**src/rtl/spi_flash_pkg.sv**
```systemverilog
// Shared constants and bus structs of the serial-flash read engine.
// Only the plain 03h read is supported, so there are no dummy cycles after the address.
// A request covers 1 to 16 words of 32 bits, which is 4 to 64 data bytes.
package spi_flash_pkg;

	localparam logic [7:0] op_read = 8'h03;	// standard read, no dummy cycles
	localparam int addr_w = 24;	// 3-byte addressing only
	localparam int word_w = 32;	// delivered word width

	// user read request, start is a one-cycle strobe
	typedef struct packed {
		logic              start;
		logic [addr_w-1:0] addr;	// first byte address
		logic [3:0]        n_words_m1;	// words minus one
	} rd_req_t;

	// sequencer to byte engine
	typedef struct packed {
		logic       start;	// one-cycle strobe, taken in idle only
		logic [7:0] tx;	// byte for mosi, msb first
	} byte_req_t;

	// byte engine back to sequencer and packer
	typedef struct packed {
		logic       done;	// one-cycle strobe
		logic [7:0] rx;	// valid together with done
	} byte_rsp_t;

	// output word, little-endian packed
	typedef struct packed {
		logic              valid;	// one-cycle strobe, no back-pressure
		logic [word_w-1:0] data;	// first flash byte in bits 7:0
	} rd_word_t;

endpackage

```
**src/rtl/spi_master.sv**
```systemverilog
// Byte-wide SPI master with CPOL/CPHA set by parameter.
// Each sclk half-period lasts sclk_div+2 cycles. Hold sclk_div stable while a byte runs.
// byte_req.start is accepted in idle only. byte_rsp.done pulses once per byte.
`timescale 1ns/100ps
module spi_master #(
	parameter bit cpol = 1'b1,	// sclk idle level
	parameter bit cpha = 1'b1	// 0: sample leading edge, 1: sample trailing edge
) (
	input  logic                     sys_clk,
	input  logic                     sys_rst_n,
	input  spi_flash_pkg::byte_req_t byte_req,	// start strobe and tx byte
	output spi_flash_pkg::byte_rsp_t byte_rsp,	// done strobe and rx byte
	input  logic [15:0]              sclk_div,	// half-period minus two
	output logic                     sclk,
	output logic                     mosi,
	input  logic                     miso
);

	typedef enum logic [2:0] {
		s_idle,	// wait for start
		s_half,	// half-period wait before an edge
		s_edge,	// one cycle, sclk toggles
		s_last,	// trailing half-period after edge 15
		s_ack,	// capture rx
		s_finish	// done strobe
	} state_t;

	state_t      state;
	logic [15:0] cnt_clk;	// cycles inside a half-period
	logic [3:0]  cnt_edge;	// sclk edges already made, 0..15
	logic [7:0]  mosi_shift;
	logic [7:0]  miso_shift;
	logic [7:0]  rx_q;	// byte handed out with done
	logic        shift_tx;
	logic        sample_rx;

	// mode 0/2 launch on trailing edges, mode 1/3 on leading edges after the first
	assign shift_tx = (state == s_edge) &&
		(cpha ? (cnt_edge != 4'd0 && !cnt_edge[0]) : cnt_edge[0]);
	assign sample_rx = (state == s_edge) && (cpha ? cnt_edge[0] : !cnt_edge[0]);

	assign mosi = mosi_shift[7];	// msb first
	assign byte_rsp = '{done: (state == s_finish), rx: rx_q};

	always_ff @(posedge sys_clk) begin
		if (!sys_rst_n) begin
			state <= s_idle;
		end else begin
			case (state)
				s_idle:
					if (byte_req.start)
						state <= s_half;
				s_half:
					if (cnt_clk == sclk_div)
						state <= s_edge;
				s_edge:
					if (cnt_edge == 4'd15)	// 16th edge, sclk back at cpol
						state <= s_last;
					else
						state <= s_half;
				s_last:
					if (cnt_clk == sclk_div)
						state <= s_ack;
				s_ack:
					state <= s_finish;
				default:
					state <= s_idle;	// s_finish
			endcase
		end
	end

	// half-period timer, zero outside the wait states
	always_ff @(posedge sys_clk) begin
		if (!sys_rst_n)
			cnt_clk <= 16'd0;
		else if (state == s_half || state == s_last)
			cnt_clk <= cnt_clk + 16'd1;
		else
			cnt_clk <= 16'd0;
	end

	always_ff @(posedge sys_clk) begin
		if (!sys_rst_n)
			cnt_edge <= 4'd0;
		else if (state == s_idle)
			cnt_edge <= 4'd0;
		else if (state == s_edge)
			cnt_edge <= cnt_edge + 4'd1;	// wraps to 0 after edge 15
	end

	always_ff @(posedge sys_clk) begin
		if (!sys_rst_n)
			sclk <= cpol;	// idle level straight out of reset
		else if (state == s_idle)
			sclk <= cpol;
		else if (state == s_edge)
			sclk <= ~sclk;
	end

	always_ff @(posedge sys_clk) begin
		if (!sys_rst_n)
			mosi_shift <= 8'd0;	// mosi low after reset
		else if (state == s_idle && byte_req.start)
			mosi_shift <= byte_req.tx;	// bit 7 on the pin before the first edge
		else if (shift_tx)
			mosi_shift <= {mosi_shift[6:0], 1'b0};
	end

	always_ff @(posedge sys_clk) begin
		if (sample_rx)
			miso_shift <= {miso_shift[6:0], miso};	// 8 samples fill the byte
		if (state == s_ack)
			rx_q <= miso_shift;
	end

endmodule

```
**src/rtl/flash_read_seq.sv**
```systemverilog
// Frames one flash read: cs_n low, opcode 03h, three address bytes, then 00h data bytes.
// rd_req is taken only while busy is low. cs_n and busy release in the packer_done cycle.
// A request in that same cycle starts a new frame, so cs_n is high for one cycle only.
`timescale 1ns/100ps
module flash_read_seq (
	input  logic                     sys_clk,
	input  logic                     sys_rst_n,
	input  spi_flash_pkg::rd_req_t   rd_req,
	output spi_flash_pkg::byte_req_t byte_req,	// to byte engine
	input  spi_flash_pkg::byte_rsp_t byte_rsp,	// from byte engine
	input  logic                     packer_done,	// last word delivered
	output logic                     data_phase,	// high while data bytes run
	output logic [3:0]               n_words_m1,	// latched count for the packer
	output logic                     cs_n,
	output logic                     busy
);
	import spi_flash_pkg::*;

	typedef enum logic [1:0] {
		s_idle,
		s_open,	// cs_n just fell, opcode goes next
		s_wait,	// byte in flight
		s_drain	// all bytes sent, wait for the packer
	} state_t;

	state_t            state;
	logic              cs_n_q;
	logic              busy_q;
	logic              start_q;	// byte start strobe
	logic [7:0]        tx_q;
	logic [addr_w-1:0] addr_q;
	logic [3:0]        n_q;
	logic [6:0]        byte_idx;	// bytes issued in this frame, up to 68
	logic [6:0]        byte_total;	// 4 header + 4 per word
	logic [7:0]        next_tx;
	logic              accept;
	logic              issue;
	logic              last_byte;

	assign busy = busy_q & ~packer_done;	// drops with done
	assign cs_n = cs_n_q | packer_done;	// rises with done
	assign accept = rd_req.start & ~busy;	// strobe while busy is dropped
	assign byte_total = {1'b0, n_q, 2'b00} + 7'd8;
	assign last_byte = (byte_idx == byte_total);
	assign issue = (state == s_open) ||
		(state == s_wait && byte_rsp.done && !last_byte);	// next byte right after done
	assign data_phase = busy_q && (byte_idx > 7'd4);	// first data byte issued
	assign n_words_m1 = n_q;
	assign byte_req = '{start: start_q, tx: tx_q};

	// byte to send for the current position in the frame
	always_comb begin
		case (byte_idx)
			7'd0:    next_tx = op_read;
			7'd1:    next_tx = addr_q[23:16];	// address msb first
			7'd2:    next_tx = addr_q[15:8];
			7'd3:    next_tx = addr_q[7:0];
			default: next_tx = 8'h00;	// dummy out, data in
		endcase
	end

	always_ff @(posedge sys_clk) begin
		if (!sys_rst_n) begin
			state <= s_idle;
			cs_n_q <= 1'b1;
			busy_q <= 1'b0;
			start_q <= 1'b0;
			byte_idx <= 7'd0;
		end else begin
			start_q <= issue;	// single-cycle strobe
			if (accept) begin
				state <= s_open;
				cs_n_q <= 1'b0;	// cs_n low one cycle after the request
				busy_q <= 1'b1;
				byte_idx <= 7'd0;
			end else begin
				case (state)
					s_open:
						state <= s_wait;
					s_wait:
						if (byte_rsp.done && last_byte)
							state <= s_drain;
					s_drain:
						if (packer_done) begin
							state <= s_idle;
							cs_n_q <= 1'b1;
							busy_q <= 1'b0;
						end
					default:
						state <= s_idle;
				endcase
				if (issue)
					byte_idx <= byte_idx + 7'd1;
			end
		end
	end

	// request fields and tx byte, loaded before first use
	always_ff @(posedge sys_clk) begin
		if (accept) begin
			addr_q <= rd_req.addr;
			n_q <= rd_req.n_words_m1;
		end
		if (issue)
			tx_q <= next_tx;
	end

endmodule

```
**src/rtl/read_word_packer.sv**
```systemverilog
// Packs data bytes little-endian into 32-bit words.
// Valid is registered one cycle after each fourth data byte. There is no back-pressure.
// done strobes one cycle after word n_words_m1+1.
`timescale 1ns/100ps
module read_word_packer (
	input  logic                     sys_clk,
	input  logic                     sys_rst_n,
	input  spi_flash_pkg::byte_rsp_t byte_rsp,	// received bytes
	input  logic                     data_phase,	// marks data bytes
	input  logic [3:0]               n_words_m1,	// held through the frame
	output spi_flash_pkg::rd_word_t  rd_word,
	output logic                     done
);
	import spi_flash_pkg::*;

	logic [word_w-1:0] word_q;	// shift toward bit 0, first byte ends in 7:0
	logic [1:0]        byte_cnt;	// byte position inside the word
	logic [3:0]        word_cnt;	// words delivered so far
	logic              valid_q;
	logic              last_q;	// word just delivered is the final one
	logic              done_q;
	logic              take;

	assign take = data_phase & byte_rsp.done;
	assign rd_word = '{valid: valid_q, data: word_q};	// data stable until the next byte
	assign done = done_q;

	always_ff @(posedge sys_clk) begin
		if (!sys_rst_n) begin
			byte_cnt <= 2'd0;
			word_cnt <= 4'd0;
			valid_q <= 1'b0;
			last_q <= 1'b0;
			done_q <= 1'b0;
		end else begin
			valid_q <= take && (byte_cnt == 2'd3);
			done_q <= valid_q && last_q;	// one cycle after the last valid
			if (!data_phase) begin
				byte_cnt <= 2'd0;	// fresh frame
				word_cnt <= 4'd0;
				last_q <= 1'b0;
			end else if (take) begin
				byte_cnt <= byte_cnt + 2'd1;
				if (byte_cnt == 2'd3) begin
					word_cnt <= word_cnt + 4'd1;
					last_q <= (word_cnt == n_words_m1);
				end
			end
		end
	end

	always_ff @(posedge sys_clk) begin
		if (take)
			word_q <= {byte_rsp.rx, word_q[word_w-1:8]};	// new byte enters at the top
	end

endmodule

```
**src/rtl/spi_flash_reader.sv**
```systemverilog
// Serial-flash read engine, top level. Only the plain 03h read is supported.
// Every rd_word.valid must be taken when it appears, because there is no back-pressure.
// sclk_div sets the sclk half-period as sclk_div+2 cycles. Hold it stable while busy.
`timescale 1ns/100ps
module spi_flash_reader #(
	parameter bit cpol = 1'b1,	// sclk idle level
	parameter bit cpha = 1'b1	// sample edge select
) (
	input  logic                    sys_clk,
	input  logic                    sys_rst_n,
	input  spi_flash_pkg::rd_req_t  rd_req,	// ignored while busy
	input  logic [15:0]             sclk_div,
	output logic                    busy,
	output spi_flash_pkg::rd_word_t rd_word,
	output logic                    done,	// end of transfer strobe
	output logic                    cs_n,
	output logic                    sclk,
	output logic                    mosi,
	input  logic                    miso
);
	import spi_flash_pkg::*;

	byte_req_t  byte_req;
	byte_rsp_t  byte_rsp;
	logic       data_phase;
	logic [3:0] n_words_m1;	// latched in the sequencer

	flash_read_seq flash_read_seq_inst (
		.sys_clk     (sys_clk),
		.sys_rst_n   (sys_rst_n),
		.rd_req      (rd_req),
		.byte_req    (byte_req),
		.byte_rsp    (byte_rsp),
		.packer_done (done),	// packer done also closes the frame
		.data_phase  (data_phase),
		.n_words_m1  (n_words_m1),
		.cs_n        (cs_n),
		.busy        (busy)
	);

	spi_master #(
		.cpol (cpol),
		.cpha (cpha)
	) spi_master_inst (
		.sys_clk   (sys_clk),
		.sys_rst_n (sys_rst_n),
		.byte_req  (byte_req),
		.byte_rsp  (byte_rsp),
		.sclk_div  (sclk_div),
		.sclk      (sclk),
		.mosi      (mosi),
		.miso      (miso)
	);

	read_word_packer read_word_packer_inst (
		.sys_clk    (sys_clk),
		.sys_rst_n  (sys_rst_n),
		.byte_rsp   (byte_rsp),
		.data_phase (data_phase),
		.n_words_m1 (n_words_m1),
		.rd_word    (rd_word),
		.done       (done)
	);

endmodule

```
**config.mk**
```make
export PLATFORM = sky130hd
export DESIGN_NAME = spi_flash_reader
export DESIGN_NICKNAME = d
export VERILOG_FILES = /design/src/rtl/spi_flash_pkg.sv /design/src/rtl/spi_master.sv /design/src/rtl/flash_read_seq.sv /design/src/rtl/read_word_packer.sv /design/src/rtl/spi_flash_reader.sv
export SDC_FILE = /design/constraint.sdc
export NUM_CORES = 1
export LEC_CHECK = 0
export ABC_AREA = 1
export BUFFER_PORTS_ARGS = -buffer_cell sky130_fd_sc_hd__buf_2
export CORE_MARGIN = 10
export CORE_UTILIZATION = 35
export CTS_CLUSTER_DIAMETER = 150
export DETAILED_ROUTE_END_ITERATION = 10
export GPL_TIMING_DRIVEN = 0
export PLACE_DENSITY_LB_ADDON = 0.12
export SYNTH_ARGS = -nofsm -noshare
export SYNTH_HDL_FRONTEND = slang
export SYNTH_SLANG_ARGS = --single-unit
```
**constraint.sdc**
```tcl
create_clock -name sys_clk -period 5.4 [get_ports sys_clk]
set_input_delay 0.27 -clock sys_clk [delete_from_list [all_inputs] [get_ports sys_clk]]
set_output_delay 0.27 -clock sys_clk [all_outputs]
set_load 0.01 [all_outputs]
```
==> impl_metrics.json, run 1 <==
{
  "outcome": "finished, final reports clean",
  "hold_path.class": "input pin to flop",
  "critPathKind": "flop to flop",
  "endpoint_kind": "flop",
  "worstSkewPairLatency_ns": 0.42,
  "drv_slew": 0,
  "port_buffers": 85,
  "fin_ws_ns": 2.98,
  "cp.arrival_ns": 2.71,
  "h-tree-depth": 4,
  "hold_viol_final": 0,
  "tightest_slew_ns": 0.931,
  "ant_nets": 0,
  "period_needed_ns": 2.42,
  "hold_buffers": 0,
  "finalSetupViolCount": 0,
  "drcViolationCount": 0,
  "synthTopCellsByArea": "edfxtp_1 (45%), dfxtp_1 (19%), nand2_1 (8.6%)",
  "root_buffer": "clkbuf_16",
  "grt_first_pass_wirelength_mm": 18.1,
  "layout.nets": 713,
  "place_ws_ns": 2.92,
  "track_usage": 0.102,
  "antenna_cells": 0,
  "area_growth_pct": 22.6,
  "drive_gt1_frac": 0.205,
  "first_pass_iters": 4,
  "antenna_found_initial": 0,
  "final_cells": 880,
  "synth_fp_nets": 609,
  "vias": 3921,
  "clock.fmax_mhz": 413,
  "dp_hpwl_mm": 7.94,
  "max_cap_violations": 0,
  "skew_ns": 0.00804,
  "post_cts_buffers": 0,
  "ys_types": 27,
  "wirelength_mm": 10.8,
  "cts_buffer_depth": 2,
  "worst_ep_required_time_ns": 5.69,
  "io_pins": 86,
  "layout_commonest_cell": "nand2_1",
  "syn_avg_cell_area_um2": 10.3,
  "period_share": 0.449,
  "multi_input_area_um2": 1780,
  "grt_pass1_vias": 3942,
  "yosys.area.top_type": "edfxtp_1",
  "p_leak_nw": 2.65,
  "vias_per_cell": 4.46,
  "cts_tree": "yes",
  "crit_fanout": 34,
  "clk_pin_slew_ns": 0.06,
  "rows": 46,
  "clock-sinks": 137,
  "post_cts_resized": 0,
  "wl_per_cell_um": 12.3,
  "synthCells": 547,
  "synth_area_um2": 5610,
  "seqCellArea_um2": 3580,
  "tns_ns": 0,
  "synth_ff_type": "edfxtp_1",
  "initial_utilization": 0.356,
  "routabilityCongestion": 0.784,
  "ys_ff_latch": 137,
  "rsz0062_at_grt": "false",
  "layout_common_cells": "nand2_1 (129), buf_2 (85), edfxtp_1 (84)",
  "ys_warn_count": 0,
  "cellPowerDensity_nw_per_um2": 359,
  "max_slew_margin": 0.378,
  "synth_edf_count": 84,
  "grt_max_degree": 35,
  "die-area_um2": 21500,
  "coreArea_um2": 15800,
  "fp.dieW_um": 147,
  "drt_iter0_markers": 182,
  "cts_buffers": 17,
  "synth_top_area_share": 0.450,
  "fillers": 1546,
  "hold_slack_ns": 0.0248,
  "ys_async_sr_fraction": 0,
  "die_h_um": 147,
  "startpoint_type": "flop",
  "ir_worst_vdd_mv": 0.215,
  "post-place-cells": 848,
  "ys_seq_area_frac": 0.639,
  "overflow": 0
}
[sequential cells by signal, summed over array words and instances, names as in the netlist, 7 cells and up]
| signal | cells |
|---|---|
| flash_read_seq_inst.byte_idx | 7 |
| spi_master_inst.miso_shift | 8 |
| spi_master_inst.mosi_shift | 8 |
| spi_master_inst.rx_q | 8 |
| read_word_packer_inst.word_q | 32 |
| spi_master_inst.cnt_clk | 16 |
| flash_read_seq_inst.tx_q | 8 |
| flash_read_seq_inst.addr_q | 24 |
[per-layer routing]
metal / share of wire / track usage / up-vias / routed length, µm
li1: - / - / 2034 / -
met1: 0.47 / 0.121 / 1775 / 5050
met2: 0.46 / 0.160 / 97 / 4950
met3: 0.055 / 0.0368 / 15 / 592
met4: 0.022 / 0.0531 / 0 / 233
met5: 0 / 0 / - / 0
[critical path, cell delays in order, from the launching register on]
cell,delay [ns]
dfxtp_1,0.42
inv_1,0.12
ha_1,0.23
inv_1,0.08
nand2_1,0.05
nand3_1,0.10
nand2_1,0.11
nor2_4,0.72
nand2_4,0.17
o21ai_0,0.22
a21oi_1,0.08
[per-stage QoR]
stage,total power [mW],cell area [µm²],utilization
6_report,2.47,6880,0.436
5_1_grt,2.59,6880,0.436
4_1_cts,2.50,6880,0.436
3_5_place_dp,1.39,6310,0.400
3_3_place_gp,1.38,6310,0.400
2_1_floorplan,1.33,5610,-
[power by group]
| group | total, mW | internal [mW] | switching, mW |
|---|---|---|---|
| combinational | 0.199 | 0.0680 | 0.131 |
| sequential | 1.17 | 1.15 | 0.0238 |
| clock | 1.10 | 0.643 | 0.454 |
[kinds of logic after synthesis]
kind of cell,after synthesis,share of synthesized area
AND/OR/NAND/NOR,249,0.194
flip-flops,137,0.639
buffers and inverters,67,0.0462
AO/OA/AOI/OAI,56,0.0526
XOR/XNOR,24,0.0375
adder cells (fa/ha/maj),14,0.0312
[cells in the mapped netlist (3+ instances only)]
cell type and count:
nor2_4 3, or2_2 5, dfxtp_1 53, edfxtp_1 84, a21oi_1 34, inv_2 5, nand3_1 42, nor2_1 50
xnor2_1 3, inv_1 58, nor3_1 4, a31oi_1 8, nand4_1 7, o21ai_0 12, xor2_1 21, ha_1 14
nand2_1 129
[layout make-up]
| cell class | count | share of cell area |
|---|---|---|
| clock inverters | 14 | 0.0196 |
| repair buffers | 85 | 0.0619 |
| flip-flops and latches | 137 | 0.521 |
| clock buffers | 18 | 0.0624 |
| inverters | 63 | 0.0344 |
| plain buffers | 4 | 0.00327 |
| multi-input cells | 343 | 0.258 |
| well taps | 216 | 0.0393 |
[path summary, 6_finish.rpt]
check / cells past startpoint / startpoint / to / slack [ns]
worst max-delay path: 10 / flash_read_seq_inst.byte_idx[0] / read_word_packer_inst.word_cnt[3] / 2.98
worst min-delay path: 1 / rd_req[25] / flash_read_seq_inst.addr_q[21] / 0.02
worst max register to register: 10 / flash_read_seq_inst.byte_idx[0] / read_word_packer_inst.word_cnt[3] / 2.98
worst min register to register: 0 / spi_master_inst.rx_q[3] / read_word_packer_inst.word_q[27] / 0.41
(Power assumes the default switching activity.)
==> inputs of run 2 (changes only) <==
ABC_AREA = 0   (was 1)
clock period = 2.5 ns   (was 5.4 ns; I/O delays follow)
==> run 2 against run 1 <==
  * Setup slack worse by 2.8 ns
  * Total power up 110%
  * Non-clock buffer count up 40
  * Critical path depth down 4
  * Clock skew down 0.0023 ns
  * Largest power group unchanged
==> impl_metrics.json, run 2 <==
{
  "outcome": "finished, final reports clean",
  "wirelength_mm": 10.6,
  "synth_fp_nets": 482,
  "finalSetupViolCount": 0,
  "r2r-start": "flash_read_seq_inst.n_words_m1[1]",
  "root_buffer": "clkbuf_16",
  "crit_fanout": 10,
  "ys_types": 52,
  "tns_ns": 0,
  "overflow": 0,
  "rsz0062_at_grt": "false",
  "vias_per_cell": 4.58,
  "drv_slew": 0,
  "ys_ff_latch": 137,
  "synth_top_area_share": 0.463,
  "multi_input_area_um2": 1760,
  "ant_nets": 0,
  "grt_max_degree": 33,
  "max_cap_violations": 0,
  "routabilityCongestion": 0.740,
  "synthTopCellsByArea": "edfxtp_1 (46%), dfxtp_1 (19%), xnor2_1 (4.5%)",
  "top_register": "read_word_packer_inst.word_q",
  "initial_utilization": 0.357,
  "post_cts_buffers": 0,
  "tightest_slew_ns": 0.879,
  "endpoint_kind": "flop",
  "syn_avg_cell_area_um2": 13.0,
  "clk_pin_slew_ns": 0.06,
  "synth_ff_type": "edfxtp_1",
  "die-area_um2": 21000,
  "vias": 3562,
  "crit_chain": "ha_1, xor2_1, and4b_4, o211a_4, clkbuf_1, nor2_2",
  "worstHoldStart": "sys_rst_n",
  "clock.fmax_mhz": 432,
  "coreArea_um2": 15300,
  "worst_ep_required_time_ns": 2.57,
  "timing.critical_path.max_delay_family": "simple AND/OR/NAND/NOR gates",
  "die_h_um": 145,
  "hold_end": "spi_master_inst.cnt_edge[1]",
  "startpoint_type": "flop",
  "seqCellArea_um2": 3580,
  "grt_pass1_vias": 3635,
  "fillers": 1401,
  "h-tree-depth": 4,
  "antenna_cells": 0,
  "skew_ns": 0.00579,
  "io_pins": 86,
  "hold_viol_final": 0,
  "yosys.area.top_type": "edfxtp_1",
  "layout_commonest_cell": "buf_2",
  "fp.dieW_um": 145,
  "grt_first_pass_wirelength_mm": 17.3,
  "cts_tree": "yes",
  "worstSkewPairLatency_ns": 0.41,
  "cts_buffer_depth": 2,
  "ir_worst_vdd_mv": 0.444,
  "ys_async_sr_fraction": 0,
  "cellPowerDensity_nw_per_um2": 738,
  "reg.largest.list": "read_word_packer_inst.word_q (32), flash_read_seq_inst.addr_q (24), spi_master_inst.cnt_clk (16)",
  "rr_worst_depth": 6,
  "first_pass_iters": 4,
  "yosysMostFrequentCell": "edfxtp_1",
  "dp_hpwl_mm": 7.49,
  "power_mw": 5.18,
  "hold-path-cell-count": 3,
  "clock-sinks": 137,
  "cpMaxStageDelayCell": "edfxtp_1",
  "layout_common_cells": "buf_2 (87), edfxtp_1 (84), dfxtp_1 (53)",
  "timing.critical_path.buf_inv": 1,
  "antenna_found_initial": 0,
  "p_leak_nw": 2.55,
  "synthCells": 420,
  "cp.arrival_ns": 2.38,
  "port_buffers": 85,
  "synth_edf_count": 84,
  "drt_iter0_markers": 135,
  "ys_warn_count": 0,
  "layout.nets": 616,
  "track_usage": 0.105,
  "ys_seq_area_frac": 0.657,
  "period_share": 0.926,
  "drive_gt1_frac": 0.236,
  "drcViolationCount": 0,
  "ys_top_cells_by_count": "edfxtp_1 (84), dfxtp_1 (53), nor2_1 (37)",
  "period_needed_ns": 2.31,
  "regToRegSetupSlack_ns": 0.19,
  "cts_buffers": 17,
  "rows": 45,
  "wl_per_cell_um": 13.6,
  "area_growth_pct": 28.7,
  "reg2reg_to": "flash_read_seq_inst.tx_q[2]",
  "synth_area_um2": 5450,
  "critPathKind": "flop to flop",
  "hold_path.class": "input pin to flop",
  "max_slew_margin": 0.407,
  "crit_path_max_incr_delay_ns": 0.47,
  "largest_register_ffs": 32
}
-- run 2: changes by cell type after synthesis, sizes merged, moves of 5 or more --
cell,before,now
or4,0,6
a21oi,34,22
a31oi,8,1
nor2,54,39
nand3,44,19
xnor2,3,28
clkbuf,2,7
inv,63,12
buf,2,7
a22oi,0,14
o21ai,12,7
nand2,131,21
-- run 2: cell type report --
class	count	area share
plain buffers	14	0.0111
clock buffers	17	0.0606
clock inverters	15	0.0198
flip-flops and latches	137	0.511
inverters	12	0.00642
well taps	211	0.0376
multi-input cells	257	0.250
repair buffers	115	0.103
-- run 2: logic make-up (layout without fill, tap and decap cells) --
kind of cell             after synthesis  after routing  synth area share
AO/OA/AOI/OAI                         64             64            0.0824
buffers and inverters                 26            173            0.0225
XOR/XNOR                              45             45            0.0723
AND/OR/NAND/NOR                      131            131             0.128
flip-flops                           137            137             0.657
adder cells (fa/ha/maj)               14             14            0.0321
multiplexers                           3              3           0.00551
-- run 2: worst register-to-register path: stages (launching register included) --
cell      delay [ns]
edfxtp_1        0.47
ha_1            0.25
xor2_1          0.15
and4b_4         0.21
o211a_4         0.26
clkbuf_1        0.25
nor2_2          0.39
-- run 2: power breakdown --
part	switching (mW)	internal, mW
clock network	0.980	1.38
logic	0.162	0.143
registers	0.0435	2.47
total	1.19	3.99
-- run 2: worst max-delay path by stage --
stage                                      start                          endpoint  depth (start not counted)
6_report       flash_read_seq_inst.n_words_m1[1]       flash_read_seq_inst.tx_q[2]                          6
5_1_grt          flash_read_seq_inst.byte_idx[0]  read_word_packer_inst.word_q[15]                          4
3_3_place_gp          flash_read_seq_inst.busy_q      flash_read_seq_inst.state[1]                          4
3_5_place_dp     flash_read_seq_inst.byte_idx[0]   read_word_packer_inst.word_q[1]                          4
2_1_floorplan         read_word_packer_inst.done      flash_read_seq_inst.state[0]                          4
4_1_cts        flash_read_seq_inst.n_words_m1[1]       flash_read_seq_inst.tx_q[0]                          6
-- run 2: layer usage --
metal / up-vias / GRT usage / part of all wire
li1: 1806 / - / -
met5: - / 0 / 0
met3: 12 / 0.0355 / 0.065
met1: 1671 / 0.126 / 0.46
met4: 0 / 0.0479 / 0.016
met2: 73 / 0.166 / 0.46
-- run 2: timing repair --
action / in CTS / in global routing
setup endpoints to repair: 32 / 8
hold endpoints to repair: 30 / 0
hold buffers: 30 / 0
gates resized for setup: 1 / 1
-- run 2: metrics by stage --
step | utilization | cells | hold slack (ns) | setup WS (ns) | area (µm²)
global route | 0.460 | 778 | 0.0857 | 0.0165 | 7020
global placement | 0.403 | 716 | 0.301 | -0.467 | 6140
CTS | 0.460 | 778 | 0.0640 | 0.0107 | 7010
finish | 0.460 | 778 | 0.0798 | 0.186 | 7020
detailed placement | 0.403 | 716 | 0.303 | -0.0404 | 6150
floorplan | - | 420 | 0.224 | 0.183 | 5450
==> inputs of run 3 (changes only) <==
BUFFER_PORTS_ARGS = not set   (was -buffer_cell sky130_fd_sc_hd__buf_2)
DONT_BUFFER_PORTS = 1   (was not set)
==> run 3 against run 2 <==
  * Largest power group unchanged
  * Sequential power hardly changed
  * Setup slack better by 0.0090 ns
  * Routed wire length is 1.5% lower
  * Non-clock buffer count is 84 lower
  * Critical path depth stayed put
  * Hold slack better by 0.0068 ns
  * Register-to-register slack hardly changed
  * Die area stayed put
  * Global-route usage hardly changed
==> impl_metrics.json, run 3 (synthesis results as in run 2) <==
{
  "outcome": "finished, final reports clean",
  "max_slew_margin": 0.362,
  "worstSkewPairLatency_ns": 0.42,
  "overflow": 0,
  "ir_worst_vdd_mv": 0.483,
  "swShare": 0.237,
  "ant_nets": 0,
  "startpoint_type": "flop",
  "die-area_um2": 21000,
  "drcViolationCount": 0,
  "cp.arrival_ns": 2.44,
  "cpMaxStageDelayCell": "edfxtp_1",
  "wl_per_cell_um": 15.0,
  "cts_buffers": 17,
  "routabilityCongestion": 0.793,
  "h-tree-depth": 4,
  "coreArea_um2": 15300,
  "drt_iter0_markers": 161,
  "hold_viol_final": 0,
  "crit_chain": "ha_1, xor2_1, nor3_1, o211a_4, clkbuf_1, nor2_2",
  "critPathKind": "flop to flop",
  "p_seq_frac": 0.493,
  "rsz0062_at_grt": "false",
  "pwr-share-comb": 0.053,
  "finalSetupViolCount": 0,
  "tightest_slew_ns": 0.948,
  "grt_first_pass_wirelength_mm": 17.1,
  "port_buffers": 0,
  "post_cts_buffers": 0,
  "p_leak_nw": 2.23,
  "vias_per_cell": 4.74,
  "timing.critical_path.max_delay_family": "simple AND/OR/NAND/NOR gates",
  "p_int_mw": 3.89,
  "crit_path_max_incr_delay_ns": 0.47,
  "initial_utilization": 0.357,
  "cts_buffer_depth": 2,
  "wirelength_mm": 10.4,
  "period_needed_ns": 2.31,
  "area_growth_pct": 20.9,
  "track_usage": 0.105,
  "reg.largest.list": "read_word_packer_inst.word_q (32), flash_read_seq_inst.addr_q (24), spi_master_inst.cnt_clk (16)",
  "root_buffer": "clkbuf_16",
  "vias": 3289,
  "skew_ns": 0.00833,
  "layout_commonest_cell": "edfxtp_1",
  "top_register": "read_word_packer_inst.word_q",
  "grt_pass1_vias": 3312,
  "period_share": 0.922,
  "p_sw_mw": 1.21,
  "drv_slew": 0,
  "clock-sinks": 137,
  "fp.dieW_um": 145,
  "clk_pin_slew_ns": 0.06,
  "dp_hpwl_mm": 7.22,
  "rows": 45,
  "hold_path.class": "input pin to flop",
  "drive_gt1_frac": 0.106,
  "crit_fanout": 10,
  "max_cap_violations": 0,
  "largest_register_ffs": 32,
  "antenna_cells": 0,
  "first_pass_iters": 4,
  "power_mw": 5.10,
  "worst_ep_required_time_ns": 2.64,
  "endpoint_kind": "flop",
  "layout_common_cells": "edfxtp_1 (84), dfxtp_1 (53), nor2_1 (35)",
  "p_clk_frac": 0.455,
  "tns_ns": 0,
  "hold_slack_ns": 0.0866,
  "regToRegSetupSlack_ns": 0.19,
  "layout.nets": 532,
  "antenna_found_initial": 0,
  "grt_max_degree": 33,
  "cts_tree": "yes",
  "io_pins": 86,
  "cellPowerDensity_nw_per_um2": 774,
  "timing.critical_path.buf_inv": 1,
  "clock.fmax_mhz": 434,
  "die_h_um": 145
}
run 3: power groups by stage:
stage / clock network, mW / logic (mW) / registers (mW)
6_report: 2.32 / 0.269 / 2.51
5_1_grt: 2.49 / 0.307 / 2.52
4_1_cts: 2.39 / 0.274 / 2.51
3_5_place_dp: 0 / 0.232 / 2.56
3_3_place_gp: 0 / 0.225 / 2.56
2_1_floorplan: 0 / 0.178 / 2.55
run 3: worst min-delay path: cells and delay by family:
kind	cells	cell delay, ns
AND/OR/NAND/NOR	2	0.15
AO/OA/AOI/OAI	1	0.14
XOR/XNOR	1	0.04
run 3: stage by stage:
| step | utilization | cell area (µm²) | cells | setup WS, ns |
|---|---|---|---|---|
| 2_1_floorplan | - | 5450 | 420 | 0.183 |
| 3_3_place_gp | 0.375 | 5720 | 631 | -0.657 |
| 3_5_place_dp | 0.375 | 5720 | 631 | -0.0409 |
| 4_1_cts | 0.432 | 6590 | 694 | 0.165 |
| 5_1_grt | 0.432 | 6590 | 694 | 0.0224 |
| 6_report | 0.432 | 6590 | 694 | 0.195 |
run 3: final cells by class:
cell class              instances  area, µm²
clock buffers                  17        425
multi-input cells             257       1760
well taps                     211        264
plain buffers                  14       77.6
fillers                      1432       8670
flip-flops and latches        137       3580
clock inverters                15        128
inverters                      12       45.0
repair buffers                 31        310
run 3: final timing paths:
kind,start,to,cells past startpoint
hold reg to reg,spi_master_inst.rx_q[4],read_word_packer_inst.word_q[28],0
hold / removal,sclk_div[6],spi_master_inst.state[0],4
setup / recovery,flash_read_seq_inst.n_words_m1[1],flash_read_seq_inst.tx_q[1],6
setup reg to reg,flash_read_seq_inst.n_words_m1[1],flash_read_seq_inst.tx_q[1],6
run 3: timing repair:
item | CTS | global route
endpoints found under the hold margin | 35 | 0
endpoints found under the setup margin | 40 | 0
hold buffers | 31 | 0
resized for setup | 2 | 0
run 3: layer usage:
metal  vias up  wire [µm]  track usage
li1       1644          -            -
met1      1556       4500        0.125
met2        79       4980        0.163
met3        10        817       0.0450
met4         0        150       0.0447
met5         -          0            0
